<file path="config.mk">
export PLATFORM = sky130hd
export DESIGN_NAME = aluCore
export DESIGN_NICKNAME = d
export VERILOG_FILES = /design/src/logic/aluPkg.sv /design/src/logic/aluCore.sv /design/src/logic/resultStage.sv /design/src/logic/branchUnit.sv /design/src/logic/logicShiftUnit.sv /design/src/logic/arithUnit.sv /design/src/logic/opDecode.sv
export SDC_FILE = /design/constraint.sdc
export NUM_CORES = 1
export LEC_CHECK = 0
export ABC_AREA = 1
export BUFFER_PORTS_ARGS = -buffer_cell sky130_fd_sc_hd__buf_2
export CORE_UTILIZATION = 30
export CTS_CLUSTER_SIZE = 16
export DETAILED_ROUTE_END_ITERATION = 10
export GPL_ROUTABILITY_DRIVEN = 0
export PLACE_DENSITY = 0.45
export SLEW_MARGIN = 20
export SYNTH_ARGS = -nofsm -noshare
export SYNTH_HDL_FRONTEND = slang
export SYNTH_SLANG_ARGS = --single-unit
</file>
<file path="constraint.sdc">
create_clock -name clk -period 2.22 [get_ports clk]
set_clock_uncertainty 0.05 [all_clocks]
set_input_delay 0.333 -clock clk [delete_from_list [all_inputs] [get_ports clk]]
set_output_delay 0.333 -clock clk [all_outputs]
set_load 0.005 [all_outputs]
</file>
<file path="src/logic/aluPkg.sv">
`default_nettype none

package aluPkg;

	localparam int IMM_W  = 8; // Immediate field in the low byte of aluIn2
	localparam int COND_W = 4; // Condition field in the low bits of aluIn1

	// Full register-form opcodes
	localparam logic [7:0] OP_AND   = 8'h01;
	localparam logic [7:0] OP_OR    = 8'h02;
	localparam logic [7:0] OP_XOR   = 8'h03;
	localparam logic [7:0] OP_ADD   = 8'h05;
	localparam logic [7:0] OP_ADDU  = 8'h06;
	localparam logic [7:0] OP_SUB   = 8'h09;
	localparam logic [7:0] OP_CMP   = 8'h0B;
	localparam logic [7:0] OP_MOV   = 8'h0D;
	localparam logic [7:0] OP_NOT   = 8'h0F;
	localparam logic [7:0] OP_LSHI  = 8'h80; // Low bit picks direction
	localparam logic [7:0] OP_ASHUI = 8'h82; // Low bit picks direction
	localparam logic [7:0] OP_LSH   = 8'h84;
	localparam logic [7:0] OP_ASHU  = 8'h86;
	localparam logic [7:0] OP_JCOND = 8'h4C;

	// Upper nibble classes
	localparam logic [3:0] HI_REG   = 4'h0; // Register forms, opExt decodes
	localparam logic [3:0] HI_ANDI  = 4'h1;
	localparam logic [3:0] HI_ORI   = 4'h2;
	localparam logic [3:0] HI_XORI  = 4'h3;
	localparam logic [3:0] HI_JUMP  = 4'h4;
	localparam logic [3:0] HI_ADDI  = 4'h5;
	localparam logic [3:0] HI_ADDUI = 4'h6;
	localparam logic [3:0] HI_SHIFT = 4'h8;
	localparam logic [3:0] HI_SUBI  = 4'h9;
	localparam logic [3:0] HI_CMPI  = 4'hB;
	localparam logic [3:0] HI_BCOND = 4'hC;
	localparam logic [3:0] HI_MOVI  = 4'hD;
	localparam logic [3:0] HI_LUI   = 4'hF;

	// Logic unit functions
	localparam logic [1:0] LF_AND  = 2'd0;
	localparam logic [1:0] LF_OR   = 2'd1;
	localparam logic [1:0] LF_XOR  = 2'd2; // Also NOT, against an all-ones mask
	localparam logic [1:0] LF_MOVE = 2'd3; // Passes opB, MOV/MOVI/LUI

	typedef enum logic [COND_W-1:0] {
		EQ = 4'h0, NE = 4'h1, CS = 4'h2, CC = 4'h3,
		HI = 4'h4, LS = 4'h5, GT = 4'h6, LE = 4'h7,
		FS = 4'h8, FC = 4'h9, LO = 4'hA, HS = 4'hB,
		LT = 4'hC, GE = 4'hD, UC = 4'hE, NJ = 4'hF
	} condT;

	typedef enum logic [2:0] {
		CLS_NONE, CLS_ARITH, CLS_LOGIC, CLS_SHIFT, CLS_BRANCH
	} opClassT;

	typedef struct packed {
		logic [3:0] opHi; // Operation class
		logic [3:0] opExt; // Register-form extension
	} regFormT;

	typedef struct packed {
		logic [3:0] opHi;
		logic [2:0] shiftKind; // LSHI or ASHUI
		logic       rightDir; // Set for a right shift
	} shiftImmT;

	typedef union packed {
		regFormT  regForm;
		shiftImmT shiftImm;
	} aluOpU;

	typedef struct packed {
		opClassT    opClass;
		logic       isSub;
		logic       isCmp;
		logic       isJump; // Jcond, absolute target
		logic       shiftArith;
		logic [1:0] logicFn;
		logic       shiftRight; // Immediate shift direction
		logic       shiftFromImm;
		logic       setsCF;
		logic       setsLNZ;
	} aluCtrlT;

	typedef struct packed {
		logic c; // Carry or borrow
		logic f; // Signed overflow
		logic l; // Unsigned less
		logic z; // Equal
		logic n; // Signed less
	} flagsT;

endpackage

`default_nettype wire
</file>
<file path="src/logic/aluCore.sv">
`timescale 1ns/1ns
`default_nettype none

module aluCore #(
	parameter int dataWidth = 16
) (
	input  wire                    clk,
	input  wire                    arstN,
	input  wire                    inValid,
	input  wire aluPkg::aluOpU     aluOp,
	input  wire [dataWidth-1:0]    aluIn1, // Rdest, or the condition for branches
	input  wire [dataWidth-1:0]    aluIn2, // Rsrc or immediate
	input  wire [dataWidth-1:0]    pcIn,
	output logic                   outValid,
	output logic [dataWidth-1:0]   aluOut,
	output aluPkg::flagsT          flags
);

	aluPkg::aluCtrlT      ctrl;
	logic [dataWidth-1:0] opB; // Shaped operand B
	logic [dataWidth-1:0] arithRes;
	aluPkg::flagsT        newFlags;
	logic [dataWidth-1:0] lsRes;
	logic [dataWidth-1:0] pcNext;

	opDecode #(.dataWidth(dataWidth)) u_opDecode (
		.aluOp  (aluOp),
		.aluIn2 (aluIn2),
		.ctrl   (ctrl),
		.opB    (opB)
	);

	arithUnit #(.dataWidth(dataWidth)) u_arithUnit (
		.ctrl     (ctrl),
		.aluIn1   (aluIn1),
		.opB      (opB),
		.oldFlags (flags), // Stored flags feed back for the merge
		.arithRes (arithRes),
		.newFlags (newFlags)
	);

	logicShiftUnit #(.dataWidth(dataWidth)) u_logicShiftUnit (
		.ctrl   (ctrl),
		.aluIn1 (aluIn1),
		.opB    (opB),
		.lsRes  (lsRes)
	);

	branchUnit #(.dataWidth(dataWidth)) u_branchUnit (
		.ctrl   (ctrl),
		.cond   (aluPkg::condT'(aluIn1[aluPkg::COND_W-1:0])),
		.aluIn2 (aluIn2),
		.pcIn   (pcIn),
		.flags  (flags),
		.pcNext (pcNext)
	);

	resultStage #(.dataWidth(dataWidth)) u_resultStage (
		.clk      (clk),
		.arstN    (arstN),
		.inValid  (inValid),
		.ctrl     (ctrl),
		.arithRes (arithRes),
		.lsRes    (lsRes),
		.pcNext   (pcNext),
		.aluIn1   (aluIn1),
		.newFlags (newFlags),
		.outValid (outValid),
		.aluOut   (aluOut),
		.flags    (flags)
	);

endmodule

`default_nettype wire

</file>
<file path="src/logic/resultStage.sv">
`timescale 1ns/1ns
`default_nettype none

module resultStage #(
	parameter int dataWidth = 16
) (
	input  wire                    clk,
	input  wire                    arstN,
	input  wire                    inValid,
	input  wire aluPkg::aluCtrlT   ctrl,
	input  wire [dataWidth-1:0]    arithRes,
	input  wire [dataWidth-1:0]    lsRes,
	input  wire [dataWidth-1:0]    pcNext,
	input  wire [dataWidth-1:0]    aluIn1,
	input  wire aluPkg::flagsT     newFlags,
	output logic                   outValid,
	output logic [dataWidth-1:0]   aluOut,
	output aluPkg::flagsT          flags
);

	logic [dataWidth-1:0] resSel;

	always_comb
	begin
		case (ctrl.opClass)
			aluPkg::CLS_ARITH:  resSel = arithRes;
			aluPkg::CLS_LOGIC,
			aluPkg::CLS_SHIFT:  resSel = lsRes;
			aluPkg::CLS_BRANCH: resSel = pcNext;
			default:            resSel = aluIn1; // Unknown op passes Rdest
		endcase
	end

	always_ff @(posedge clk or negedge arstN)
	begin
		if (!arstN)
		begin
			outValid <= 1'b0;
			aluOut <= '0;
			flags <= '0;
		end
		else
		begin
			outValid <= inValid; // Drops on idle cycles
			if (inValid)
			begin
				aluOut <= resSel;
				flags <= newFlags; // Same edge as the result
			end
		end
	end

endmodule

`default_nettype wire

</file>
<file path="src/logic/branchUnit.sv">
`timescale 1ns/1ns
`default_nettype none

module branchUnit #(
	parameter int dataWidth = 16
) (
	input  wire aluPkg::aluCtrlT   ctrl,
	input  wire aluPkg::condT      cond,
	input  wire [dataWidth-1:0]    aluIn2,
	input  wire [dataWidth-1:0]    pcIn,
	input  wire aluPkg::flagsT     flags,
	output logic [dataWidth-1:0]   pcNext
);

	logic                 taken;
	logic [dataWidth-1:0] disp; // Sign-extended branch offset
	logic [dataWidth-1:0] target;

	// Evaluated on the stored flags of the previous op
	always_comb
	begin
		case (cond)
			aluPkg::EQ: taken = flags.z;
			aluPkg::NE: taken = ~flags.z;
			aluPkg::CS: taken = flags.c;
			aluPkg::CC: taken = ~flags.c;
			aluPkg::HI: taken = ~(flags.l | flags.z); // Unsigned above
			aluPkg::LS: taken = flags.l | flags.z;
			aluPkg::LO: taken = flags.l;
			aluPkg::HS: taken = ~flags.l;
			aluPkg::GT: taken = ~(flags.n | flags.z); // Signed above
			aluPkg::LE: taken = flags.n | flags.z;
			aluPkg::LT: taken = flags.n;
			aluPkg::GE: taken = ~flags.n;
			aluPkg::FS: taken = flags.f;
			aluPkg::FC: taken = ~flags.f;
			aluPkg::UC: taken = 1'b1;
			default:    taken = 1'b0; // NJ
		endcase
	end

	assign disp = {{(dataWidth-aluPkg::IMM_W){aluIn2[aluPkg::IMM_W-1]}},
		aluIn2[aluPkg::IMM_W-1:0]};
	assign target = ctrl.isJump ? aluIn2 : pcIn + disp; // Jcond is absolute

	assign pcNext = taken ? target : pcIn + dataWidth'(1);

endmodule

`default_nettype wire

</file>
<file path="src/logic/logicShiftUnit.sv">
`timescale 1ns/1ns
`default_nettype none

module logicShiftUnit #(
	parameter int dataWidth = 16
) (
	input  wire aluPkg::aluCtrlT   ctrl,
	input  wire [dataWidth-1:0]    aluIn1,
	input  wire [dataWidth-1:0]    opB,
	output logic [dataWidth-1:0]   lsRes
);

	logic [dataWidth-1:0] logicRes;
	logic [dataWidth-1:0] shAmt; // Shift distance, always a magnitude
	logic                 goRight;
	logic [dataWidth-1:0] srlRes;
	logic [dataWidth-1:0] sraRes;
	logic [dataWidth-1:0] sllRes;
	logic [dataWidth-1:0] shiftRes;

	always_comb
	begin
		case (ctrl.logicFn)
			aluPkg::LF_AND: logicRes = aluIn1 & opB;
			aluPkg::LF_OR:  logicRes = aluIn1 | opB;
			aluPkg::LF_XOR: logicRes = aluIn1 ^ opB; // NOT arrives with opB all ones
			default:        logicRes = opB; // Moves and LUI
		endcase
	end

	always_comb
	begin
		if (ctrl.shiftFromImm)
		begin
			goRight = ctrl.shiftRight;
			shAmt = {{(dataWidth-4){1'b0}}, opB[3:0]}; // Low 4 bits only
		end
		else
		begin
			goRight = opB[dataWidth-1]; // Negative Rsrc shifts right
			shAmt = opB[dataWidth-1] ? -opB : opB;
		end
	end

	assign srlRes = aluIn1 >> shAmt;
	assign sraRes = $signed(aluIn1) >>> shAmt; // Sign bit fills from the left
	assign sllRes = aluIn1 << shAmt;

	always_comb
	begin
		if (!goRight)
			shiftRes = sllRes;
		else if (ctrl.shiftArith)
			shiftRes = sraRes;
		else
			shiftRes = srlRes;
	end

	assign lsRes = (ctrl.opClass == aluPkg::CLS_SHIFT) ? shiftRes : logicRes;

endmodule

`default_nettype wire

</file>
<file path="src/logic/arithUnit.sv">
`timescale 1ns/1ns
`default_nettype none

module arithUnit #(
	parameter int dataWidth = 16
) (
	input  wire aluPkg::aluCtrlT   ctrl,
	input  wire [dataWidth-1:0]    aluIn1,
	input  wire [dataWidth-1:0]    opB,
	input  wire aluPkg::flagsT     oldFlags,
	output logic [dataWidth-1:0]   arithRes,
	output aluPkg::flagsT          newFlags
);

	logic [dataWidth-1:0] bOper; // opB, inverted for subtract
	logic [dataWidth:0]   sum; // Top bit is the carry out
	logic                 carryOut;
	logic                 overflow;
	logic                 ltUnsigned;
	logic                 ltSigned;
	logic                 isEqual;

	assign bOper = ctrl.isSub ? ~opB : opB;
	assign sum = {1'b0, aluIn1} + {1'b0, bOper} + {{dataWidth{1'b0}}, ctrl.isSub}; // Two's complement
	assign carryOut = sum[dataWidth];

	// Operands agree in sign but the result does not
	assign overflow = (aluIn1[dataWidth-1] == bOper[dataWidth-1]) &&
		(sum[dataWidth-1] != aluIn1[dataWidth-1]);

	// Compare relations fall out of the subtraction
	assign ltUnsigned = ~carryOut; // No carry means a borrow
	assign ltSigned = sum[dataWidth-1] ^ overflow;
	assign isEqual = sum[dataWidth-1:0] == '0;

	assign arithRes = ctrl.isCmp ? aluIn1 : sum[dataWidth-1:0]; // CMP returns Rdest

	always_comb
	begin
		newFlags = oldFlags; // Keep flags the op does not own
		if (ctrl.setsCF)
		begin
			newFlags.c = ctrl.isSub ? ltUnsigned : carryOut; // Borrow on subtract
			newFlags.f = overflow;
		end
		if (ctrl.setsLNZ)
		begin
			newFlags.l = ltUnsigned;
			newFlags.z = isEqual;
			newFlags.n = ltSigned;
		end
	end

endmodule

`default_nettype wire

</file>
<file path="src/logic/opDecode.sv">
`timescale 1ns/1ns
`default_nettype none

module opDecode #(
	parameter int dataWidth = 16
) (
	input  wire aluPkg::aluOpU     aluOp,
	input  wire [dataWidth-1:0]    aluIn2,
	output aluPkg::aluCtrlT        ctrl,
	output logic [dataWidth-1:0]   opB
);

	logic [dataWidth-1:0] immS; // Sign-extended immediate
	logic [dataWidth-1:0] immZ; // Zero-extended immediate
	logic [dataWidth-1:0] immUp; // Immediate in the top byte for LUI

	assign immS  = {{(dataWidth-aluPkg::IMM_W){aluIn2[aluPkg::IMM_W-1]}},
		aluIn2[aluPkg::IMM_W-1:0]};
	assign immZ  = {{(dataWidth-aluPkg::IMM_W){1'b0}}, aluIn2[aluPkg::IMM_W-1:0]};
	assign immUp = {aluIn2[aluPkg::IMM_W-1:0], {(dataWidth-aluPkg::IMM_W){1'b0}}};

	always_comb
	begin
		ctrl = '0; // Unknown opcodes fall out as CLS_NONE, no flag writes
		ctrl.opClass = aluPkg::CLS_NONE;
		opB = aluIn2; // Register forms use Rsrc as is
		case (aluOp.regForm.opHi)
			aluPkg::HI_REG:
			begin
				case (aluOp.regForm)
					aluPkg::OP_AND:  ctrl.opClass = aluPkg::CLS_LOGIC;
					aluPkg::OP_OR:
					begin
						ctrl.opClass = aluPkg::CLS_LOGIC;
						ctrl.logicFn = aluPkg::LF_OR;
					end
					aluPkg::OP_XOR:
					begin
						ctrl.opClass = aluPkg::CLS_LOGIC;
						ctrl.logicFn = aluPkg::LF_XOR;
					end
					aluPkg::OP_NOT:
					begin
						ctrl.opClass = aluPkg::CLS_LOGIC;
						ctrl.logicFn = aluPkg::LF_XOR;
						opB = '1; // Invert by XOR with ones
					end
					aluPkg::OP_MOV:
					begin
						ctrl.opClass = aluPkg::CLS_LOGIC;
						ctrl.logicFn = aluPkg::LF_MOVE;
					end
					aluPkg::OP_ADD:
					begin
						ctrl.opClass = aluPkg::CLS_ARITH;
						ctrl.setsCF = 1'b1;
					end
					aluPkg::OP_ADDU: ctrl.opClass = aluPkg::CLS_ARITH; // Flags untouched
					aluPkg::OP_SUB:
					begin
						ctrl.opClass = aluPkg::CLS_ARITH;
						ctrl.isSub = 1'b1;
						ctrl.setsCF = 1'b1;
					end
					aluPkg::OP_CMP:
					begin
						ctrl.opClass = aluPkg::CLS_ARITH;
						ctrl.isSub = 1'b1;
						ctrl.isCmp = 1'b1;
						ctrl.setsLNZ = 1'b1;
					end
					default: ctrl.opClass = aluPkg::CLS_NONE;
				endcase
			end
			aluPkg::HI_ANDI:
			begin
				ctrl.opClass = aluPkg::CLS_LOGIC;
				opB = immZ;
			end
			aluPkg::HI_ORI:
			begin
				ctrl.opClass = aluPkg::CLS_LOGIC;
				ctrl.logicFn = aluPkg::LF_OR;
				opB = immZ;
			end
			aluPkg::HI_XORI:
			begin
				ctrl.opClass = aluPkg::CLS_LOGIC;
				ctrl.logicFn = aluPkg::LF_XOR;
				opB = immZ;
			end
			aluPkg::HI_MOVI:
			begin
				ctrl.opClass = aluPkg::CLS_LOGIC;
				ctrl.logicFn = aluPkg::LF_MOVE;
				opB = immZ;
			end
			aluPkg::HI_LUI:
			begin
				ctrl.opClass = aluPkg::CLS_LOGIC;
				ctrl.logicFn = aluPkg::LF_MOVE;
				opB = immUp; // Low byte lands in the upper byte
			end
			aluPkg::HI_ADDI:
			begin
				ctrl.opClass = aluPkg::CLS_ARITH;
				ctrl.setsCF = 1'b1;
				opB = immS;
			end
			aluPkg::HI_ADDUI:
			begin
				ctrl.opClass = aluPkg::CLS_ARITH;
				opB = immZ;
			end
			aluPkg::HI_SUBI:
			begin
				ctrl.opClass = aluPkg::CLS_ARITH;
				ctrl.isSub = 1'b1;
				ctrl.setsCF = 1'b1;
				opB = immS;
			end
			aluPkg::HI_CMPI:
			begin
				ctrl.opClass = aluPkg::CLS_ARITH;
				ctrl.isSub = 1'b1;
				ctrl.isCmp = 1'b1;
				ctrl.setsLNZ = 1'b1;
				opB = immS;
			end
			aluPkg::HI_SHIFT:
			begin
				if (aluOp.shiftImm.shiftKind == aluPkg::OP_LSHI[3:1] ||
					aluOp.shiftImm.shiftKind == aluPkg::OP_ASHUI[3:1])
				begin
					ctrl.opClass = aluPkg::CLS_SHIFT;
					ctrl.shiftFromImm = 1'b1;
					ctrl.shiftRight = aluOp.shiftImm.rightDir;
					ctrl.shiftArith = aluOp.shiftImm.shiftKind == aluPkg::OP_ASHUI[3:1];
				end
				else if (aluOp.regForm == aluPkg::OP_LSH || aluOp.regForm == aluPkg::OP_ASHU)
				begin
					ctrl.opClass = aluPkg::CLS_SHIFT; // Direction from the sign of Rsrc
					ctrl.shiftArith = aluOp.regForm == aluPkg::OP_ASHU;
				end
			end
			aluPkg::HI_BCOND: ctrl.opClass = aluPkg::CLS_BRANCH; // PC-relative
			aluPkg::HI_JUMP:
			begin
				if (aluOp.regForm == aluPkg::OP_JCOND)
				begin
					ctrl.opClass = aluPkg::CLS_BRANCH;
					ctrl.isJump = 1'b1;
				end
			end
			default: ctrl.opClass = aluPkg::CLS_NONE;
		endcase
	end

endmodule

`default_nettype wire

</file>
# [Yosys cells after proc, flatten, opt, wreduce, memory -nomap -nowiden]
# Cells that the tools add are included.
[totals] reg_bits=22 latch_bits=0 ram_bits=0 rom_bits=0 input_bits=59 out_inout_bits=22 wordCells=136 memories=0
[classes] addsub=5 n_mul=0 div_mod_pow=0 order_cmp=0 n_eq_ne=47 shift=3 muxes=36 n_bitwise=15 reduce_logical=23
[ops] cell="$mux 16" count=10
[ops] cell="$pmux 16 s3" count=2
[ops] cell="$pmux 16 s4" count=1
[ops] cell="$eq 4x4->1 const B" count=13
[ops] cell="$eq 8x4->1 const B" count=4
[ops] cell="$eq 4x3->1 const B" count=7
[ops] cell="$pmux 3 s6" count=1
[ops] cell="$add 16x16->17" count=1
[ops] cell="$add 17x1->17" count=1
[ops] cell="$add 16x1->16 const B" count=1
[ops] cell="$add 16x16->16" count=1
[ops] cell="$and 16x16->16" count=1
[ops] cell="$eq 4x2->1 const B" count=4
[ops] cell="$eq 8x2->1 const B" count=2
[ops] cell="$eq 8x3->1 const B" count=2
[ops] cell="$eq 8x8->1 const B" count=2
[ops] cell="$logic_not 16->1" count=1
[ops] cell="$neg 16->16" count=1
[ops] cell="$not 16->16" count=1
[ops] cell="$or 16x16->16" count=1
[ops] cell="$shl 16x16->16" count=1
[ops] cell="$shr 16x16->16" count=1
[ops] cell="$sshr 16x16->16" count=1
[ops] cell="$xor 16x16->16" count=1
[ops] cell="other kinds (31)" count=68

# [Longest topological paths before layout]
# Gate-level depths: netlist (run 1).
[logic_depth] word_depth=11 ltp_mapped=37 mapped_depth_nobuf=34

# [Cells and area by module]
# A second synthesis (run 1) with hierarchy kept.
[unflattened] cells_unflattened=1808 hier_area_um2=9287.7
[modules_own_cells] mod="logicShiftUnit" n_inst=1 cells_each=689 area_per_inst_um2=3532.1 seq_area_each_um2=0.0
[modules_own_cells] mod="branchUnit" n_inst=1 cells_each=378 area_per_inst_um2=1818.0 seq_area_each_um2=0.0
[modules_own_cells] mod="resultStage" n_inst=1 cells_each=302 area_per_inst_um2=1736.7 seq_area_each_um2=550.5
[modules_own_cells] mod="arithUnit" n_inst=1 cells_each=307 area_per_inst_um2=1592.8 seq_area_each_um2=0.0
[modules_own_cells] mod="opDecode" n_inst=1 cells_each=132 area_per_inst_um2=608.1 seq_area_each_um2=0.0

# [Worst setup path before layout (run 1)]
# OpenSTA, ideal clock, no wires.
[synth_timing] path_type="input port to flip-flop" start="input aluOp[5] (netlist bit)" end="register u_resultStage.aluOut[14]" setup_ns=0.116 t_arrival_ns=3.635 required_time_ns=2.054 path_slack_ns=-1.582 stages=23 n_path_buf=1 cell_sequence="nor2_2 > nand2_2 > nor2_1 > a21oi_1 > clkbuf_1 > xor2_1 > ha_1 > a21oi_1 > o21bai_1 > a21oi_1 > o21bai_1 > a21oi_1 > o21bai_1 > nand3_1 > nand2_1 > xnor2_1 > nand2_1 > o21ai_0 > o21ai_0 > nor2_1 > nand2_1 > nand2_1 > nand2_1"
[synth_between] elab_chain_len=11 elab_cells_between_ends=85 classes_between="add/sub: 3; eq/ne: 30; shift: 3; mux: 31; bitwise: 4; reduce/logical: 14"
[synth_rtl] element="start: declaration" line_no="aluCore.sv:10" rtl="input wire aluPkg::aluOpU aluOp,"
[synth_rtl] element="$eq 4x1->1, or another cell as far along" line_no="opDecode.sv:27" rtl="case (aluOp.regForm.opHi)"
[synth_rtl] element="$reduce_or 5->1 (no line), or another cell as far along"
[synth_rtl] element="$pmux 16 s4" line_no="opDecode.sv:27"
[synth_rtl] element="$neg 16->16" line_no="logicShiftUnit.sv:41" rtl="shAmt = opB[dataWidth-1] ? -opB : opB;"
[synth_rtl] element="$mux 16" line_no="logicShiftUnit.sv:41"
[synth_rtl] element="$mux 16" line_no="logicShiftUnit.sv:33" rtl="if (ctrl.shiftFromImm)"
[synth_rtl] element="$shr 16x16->16 / $sshr 16x16->16 (equally long branches)" line_no="logicShiftUnit.sv:45, logicShiftUnit.sv:46"
[synth_rtl] element="$mux 16" line_no="logicShiftUnit.sv:53" rtl="else if (ctrl.shiftArith)"
[synth_rtl] element="$mux 16" line_no="logicShiftUnit.sv:51" rtl="if (!goRight)"
[synth_rtl] element="$mux 16" line_no="logicShiftUnit.sv:59" rtl="assign lsRes = (ctrl.opClass == aluPkg::CLS_SHIFT) ? shiftRes : logicRes;"
[synth_rtl] element="$pmux 16 s3 (*)" line_no="resultStage.sv:25" rtl="case (ctrl.opClass)"
[synth_rtl] element="end signal: assignment" line_no="resultStage.sv:47" rtl="aluOut <= resSel;"
[synth_rtl] element="end: declaration" line_no="resultStage.sv:17" rtl="output logic [dataWidth-1:0] aluOut,"
# Every way passes the cells marked *; elsewhere a longest branch is shown, timed or not.
# A chain may end at the register's enable or synchronous reset.

# [Final worst setup path (run 1)]
[layout_timing] start="input aluOp[7] (netlist bit)" end="register, netlist name u_resultStage.flags[4]"
[layout_between] elab_chain_len=9 elab_cells_between_ends=33 classes_between="add/sub: 2; eq/ne: 13; mux: 8; bitwise: 2; reduce/logical: 8"
[layout_rtl] element="$eq 8x4->1, or another cell as far along" line_no="opDecode.sv:30" rtl="case (aluOp.regForm)"
[layout_rtl] element="$reduce_or 2->1 (no line), or another cell as far along"
[layout_rtl] element="$mux 1 / $pmux 16 s4 (equally long branches)" line_no="opDecode.sv:30, opDecode.sv:27"
[layout_rtl] element="$pmux 1 s2 / $not 16->16 (equally long branches)" line_no="opDecode.sv:27, arithUnit.sv:23"
[layout_rtl] element="$mux 16" line_no="arithUnit.sv:23" rtl="assign bOper = ctrl.isSub ? ~opB : opB;"
[layout_rtl] element="$add 16x16->17" line_no="arithUnit.sv:24" rtl="assign sum = {1'b0, aluIn1} + {1'b0, bOper} + {{dataWidth{1'b0}}, ctrl.isSub};"
[layout_rtl] element="$add 17x1->17" line_no="arithUnit.sv:24"
[layout_rtl] element="$not 1->1" line_no="arithUnit.sv:32" rtl="assign ltUnsigned = ~carryOut;"
[layout_rtl] element="$mux 1" line_no="arithUnit.sv:43" rtl="newFlags.c = ctrl.isSub ? ltUnsigned : carryOut;"
# Several ways; a longest one is shown, not always the timed one.

==> results.md, run 1 <==
- Status: complete, but fails checks
- Failing checks: hold timing, setup timing
- Netlist Area Pre-Place: 7510 um^2
- Final HPWL DP: roughly 29000 um
- FF+latch count, synth: 22
- CP top delay family: compound AO/OA/AOI/OAI gates
- Clk slew on worst S/H paths: 0.07 ns
- Crit path cell chain: buf_12 > nor2_4 > nand2_4 > nor2_4 > buf_12 > buf_12 > o21ai_4 > xor2_1 > ha_1 > nand2_2 > o21ai_2 > a21oi_2 > o21bai_1 > a21oi_1 > o21bai_1 > a21oi_1 > o21bai_1 > nand3_1 > nand2_2 > buf_6 > a21oi_2 > o21bai_1 > xor2_1 > mux2i_1
- Worst Path Required: 2.32 ns
- Pin count of the biggest net entering global routing: 28
- CTS Buf Count: 3
- RSZ-0062 raised after global routing: yes
- Fillers: between 2000 and 3000
- Clk sink count: 22
- Worst Hold Margin: -0.0197 ns
- CTS Root Buffer Type: clkbuf_16
- Post-route ant nets: 0
- Synth top area cells: nand2_1 23%, ha_1 11%, nand3_1 9.4%
- CP max stage cell: ha_1
- Hold WC Path Type: input pin to async pin
- Layout cell share with drive strength beyond 1: 41.0%
- Maximum fanout along the worst path: 5
- Period utilization: 163%
- Number of setup violations in the final report: 21
- Die W: 160 um
- Top-count cell post-synth: nand2_1
- Post-synth top flop: dfrtp_1
- Area of the multi-input gates: 7350 um^2
- Placed Area: 11000 um^2
- Core Util, Final: between 50% and 60%
- Core Box Area: 24500 um^2
- Drt pass-1 iters: 6
- FFs w/ async S/R, synth: 100%
- WL per Instance: 17.0 um
- Synth area leader: nand2_1
- Max VDD drop: 0.401 mV
- Yosys Warn Count: 0
- PwrDens: 418 nW/um^2
- Die Span Y: between 150 and 200 um
- Synth cell count leaders: 461 x nand2_1, 146 x inv_1, 141 x nand3_1, 116 x a21oi_1, 91 x o21ai_0
- CP Buf/Inv Count: 4
- First-pass GRT wire length: 57900 um
- I/O Pins: between 80 and 90
- Vias per cell: 5.09
- H-tree depth: 1
- Vias in the first global route: 10800
- Die area: 25700 um^2
- Relative slew slack: 66.0%
- Final Slew Violations: 0
- Slowest Stage Delay on Critical Path: 0.34 ns
- Final WS setup: -1.39 ns
- Sequential area share after synthesis: 7.33%
- Fin cells: between 2000 and 2500
- FF/Latch Area: about 550 um^2
- Crit path capture type: register
- Number of synthesized flops with an enable pin: 0
- Leak pwr: 6.50 nW
- DR vias: 10800
- Total wire length: 36100 um
- Final hold viol count: 22
- Crit Path Class: input pin to register
- Share of the synthesized area in the top cell type: 23.0%
- Detailed Route Iter0 Violations: 906
- CP arrival: 3.71 ns
- Post-Syn Instances: 1385
- Post-synthesis cell type count: 52
- Slew @ Worst Pin: about 0.51 ns
- Setup crit start kind: input pin
- Power Total: 5.28 mW
- Remaining global-route overflow: 0
- Initial antenna violation count: 0
- Gr usage total: 28.3%
- Max-cap violation count: 0
- Final net count: 1929
- CTS tree: built
- Highest clock rate: 277 MHz
- CTS max path bufs: 2
- Post-route design area: 12600 um^2
- Initial Util: 30.7%
- Syn_nets: between 1500 and 2000
- Area growth syn-to-layout: 68.4%
- Most used cell, CP: o21bai_1
- Antenna diodes: 0
- Avg Inst Size Synth: between 5 and 6 um^2
- # port buffers: 80
- Period minus WS final: 3.61 ns
- Clk_lat worst skew: around 0.27 ns
- FP Rows: 57
- Drt drc: 0
- Dpl cells: between 2000 and 2500
what timing repair did:
item | CTS | global route
buffers inserted | 35 | 9
pin swaps | 88 | 57
hold buffers | 0 | 0
setup endpoints to repair | 21 | 21
gates resized for setup | 213 | 74
cloned | 3 | 0
through the flow:
step | TNS, ns | setup WS (ns)
after CTS | -23.40 | -1.28
after global placement | -31.53 | -1.61
after detailed placement | -31.99 | -1.61
after global routing | -30.53 | -1.71
final | -26.00 | -1.39
after floorplan | -20.41 | -1.17
placed cells by master, fill, tap and decap left out, drive strengths merged, types with 16 or more instances in the layout:
master	instances
nand2	478
buf	457
inv	156
nand3	150
o21ai	120
a21oi	116
nor2	94
ha	64
xor2	32
dfrtp	22
xnor2	16
cell type report:
type	count	share of cell area, %
clock buffers	3	0.594
repair buffers	457	28.5
multi-input cells	1159	58.1
clock inverters	1	0.238
flip-flops and latches	22	4.35
well taps	324	3.21
inverters	161	4.98
power breakdown:
part / leakage (nW) / switching (mW) / internal, mW / total [mW]
Sequential: 0.271 / 0.0508 / 0.483 / 0.533
Clock: 0.0511 / 0.164 / 0.359 / 0.523
Combinational: 6.17 / 2.30 / 1.93 / 4.23
worst paths after layout:
path	from	endpoint	slack [ns]	cells past startpoint
min in group clk	inValid	u_resultStage.outValid	0.39	2
max	aluOp[7]	u_resultStage.flags[4]	-1.39	24
max reg2reg	u_resultStage.flags[4]	u_resultStage.aluOut[11]	-0.23	17
min	arstN	u_resultStage.flags[3]	-0.02	1
min reg2reg	u_resultStage.aluOut[3]	u_resultStage.aluOut[3]	0.42	2
max in group asynchronous	arstN	u_resultStage.aluOut[15]	1.78	1
registers in the layout, indices dropped and copies added, names as in the netlist:
signal,flops
u_resultStage.aluOut,16
u_resultStage.flags,5
u_resultStage.outValid,1
metal layers:
layer / GRT usage (%) / vias up / part of all wire, %
met5: 0 / - / 0
met4: 10.4 / 0 / 3.9
met3: 1.69 / 77 / 4.8
met2: 47.8 / 327 / 46
met1: 37.7 / 5012 / 45
li1: - / 5404 / -
logic make-up after synthesis:
logic type	count (synthesis)	synth area share, %
and+or+nand+nor	751	43.1
AOI/OAI and AO/OA	289	21.5
buffers and inverters	207	11.0
adders and majority gates	66	11.2
xor gates and xnor gates	48	5.60
DFF	22	7.33
muxes	2	0.267
Power figures use the tool's default switching activity.
==> run 2, diff against run 1 <==
CORE_ASPECT_RATIO = 1.75   (was not set)
==> results.md, run 2 (same netlist as run 1, synthesis figures left out) <==
- Maximum fanout along the worst path: 8
- WL per Instance: between 15 and 20 um
- CTS tree: built
- Vias in the first global route: 11400
- Post-route ant nets: 0
- Failing checks: hold timing, setup timing
- CP arrival: 3.62 ns
- PwrDens: 413 nW/um^2
- Clock network power share: between 7 and 8%
- Reg-to-reg setup timing slack: -0.22 ns
- Drt pass-1 iters: 5
- Reg with most FFs: u_resultStage.aluOut
- Share of power burned in registers: 10.0%
- Crit path capture type: register
- CTS max path bufs: 2
- Pin count of the biggest net entering global routing: 23
- Period minus WS final: 3.52 ns
- FP Rows: 76
- Layout cell share with drive strength beyond 1: 42.6%
- Crit. Startpoint: aluOp[5]
- Status: complete, but fails checks
- Hold WC Path Type: input pin to async pin
- Commonest non-fill, non-tap cell in the layout: buf_4
- Final Slew Violations: 0
- CTS Root Buffer Type: clkbuf_16
- Die Span Y: 211 um
- Slowest Stage Delay on Critical Path: 0.53 ns
- Power Total: 5.36 mW
- P_sw: 2.63 mW
- Top Registers: u_resultStage.aluOut: 16 flops, u_resultStage.flags: 5 flops, u_resultStage.outValid: 1 flops
- I/O Pins: 81
- Gate power share: 82.3%
- Remaining global-route overflow: 0
- First-pass GRT wire length: 62200 um
- Vias per cell: 5.17
- Area growth syn-to-layout: 73.0%
- Clk sink count: 22
- Highest clock rate: 284 MHz
- Crit Path Class: input pin to register
- H-tree depth: 1
- Sw frac: 49.0%
- Period utilization: 159%
- Max VDD drop: 0.321 mV
- Clk slew on worst S/H paths: approximately 0.060 ns
- DR vias: approximately 11000
- FF/Latch Area: 551 um^2
- Relative slew slack: 51.2%
- # port buffers: 80
- Leak pwr: 6.65 nW
- Most used cell, CP: nand2_1
- Setup TNS: -23.87 ns
- Area of the multi-input gates: 7490 um^2
- Setup crit start kind: input pin
- Drt drc: 0
- Max FFs per register: 16
- Total wire length: 40600 um
- CTS Buf Count: 3
- Core Box Area: 24600 um^2
- R2R Path End: u_resultStage.aluOut[11]
- Final net count: 1963
- Clk_lat worst skew: 0.25 ns
- Worst-case reg-to-reg path depth: 17
- Initial antenna violation count: 0
- Die W: about 120 um
- Final hold viol count: 1
- Initial Util: between 30% and 40%
- Die area: 25700 um^2
- Int Power: about 2.7 mW
- Gr usage total: 32.3%
- FF-to-FF Start: u_resultStage.flags[2]
- Commonest cells after routing, fill and taps aside: 372 x buf_4, 364 x nand2_1, 137 x inv_1
- Core Util, Final: a little over half
- Final HPWL DP: around 33000 um
- Final WS setup: -1.30 ns
- Number of setup violations in the final report: 21
- RSZ-0062 raised after global routing: yes
- Detailed Route Iter0 Violations: around 550
- Fillers: 2540
- Worst Path Required: 2.31 ns
- CP max stage cell: a31oi_1
- Worst Hold Margin: -0.000626 ns
- Slew @ Worst Pin: 0.729 ns
- Max-cap violation count: 0
- Antenna diodes: 0
==> run 2: cell types whose count changed in the layout (fill, tap and decap cells not counted), sizes merged <==
cell | previous run | this run
buf | 457 | 491
bufinv | 1 | 0
clkbuf | 3 | 4
==> run 2: timing repair <==
action,4_1_cts,5_1_grt
hold buffers,0,0
buffers inserted,47,23
resized for setup,235,93
pin swaps,124,94
setup endpoints to repair,21,21
gates cloned,3,0
==> run 2: metrics by stage <==
step	cell area, um^2	setup WS, ns	std cells	hold slack [ns]
2_1_floorplan	7710	-1.17	1385	-0.0126
3_3_place_gp	11100	-1.80	2088	0.279
3_5_place_dp	11100	-1.84	2088	0.275
4_1_cts	12500	-1.36	2137	0.00714
5_1_grt	13000	-1.54	2149	0.0348
6_report	13000	-1.30	2149	-0.000626
==> run 2: cell type report <==
| type | instances | share of cell area, % |
|---|---|---|
| clock buffer | 4 | 0.684 |
| inverter | 161 | 4.81 |
| multi-input combinational | 1159 | 57.7 |
| sequential | 22 | 4.24 |
| tap | 312 | 3.01 |
| timing repair buffer | 491 | 29.6 |
==> run 2: how the worst max path moves through the flow <==
stage,endpoint,slack (ns),cells after the start
6_report,u_resultStage.aluOut[1],-1.30,30
5_1_grt,u_resultStage.aluOut[14],-1.54,29
4_1_cts,u_resultStage.aluOut[14],-1.36,27
3_5_place_dp,u_resultStage.aluOut[9],-1.84,30
3_3_place_gp,u_resultStage.aluOut[9],-1.80,30
2_1_floorplan,u_resultStage.aluOut[14],-1.17,30
==> run 2: power by group through the flow <==
| stage | sequential [mW] | combinational (mW) | clock [mW] |
|---|---|---|---|
| after floorplan | 0.543 | 1.81 | 0 |
| after global placement | 0.545 | 3.74 | 0 |
| after detailed placement | 0.545 | 3.75 | 0 |
| after CTS | 0.538 | 4.15 | 0.417 |
| after global routing | 0.545 | 4.78 | 0.436 |
| final | 0.537 | 4.41 | 0.414 |
==> run 2: layer usage <==
layer	wire length, um	share of wire (%)	up-vias	track usage, %
met5	0	0	-	0
met4	4360	11	0	27.8
met3	1460	3.6	193	2.97
met2	21200	52	369	61.1
met1	13500	33	5075	30.3
li1	-	-	5478	-
==> run 2: critical path: cells and delay by family <==
| kind | cells | cell delay, ns |
|---|---|---|
| buffers and inverters | 5 | 0.66 |
| AND/OR/NAND/NOR | 24 | 2.07 |
| AO/OA/AOI/OAI | 1 | 0.53 |
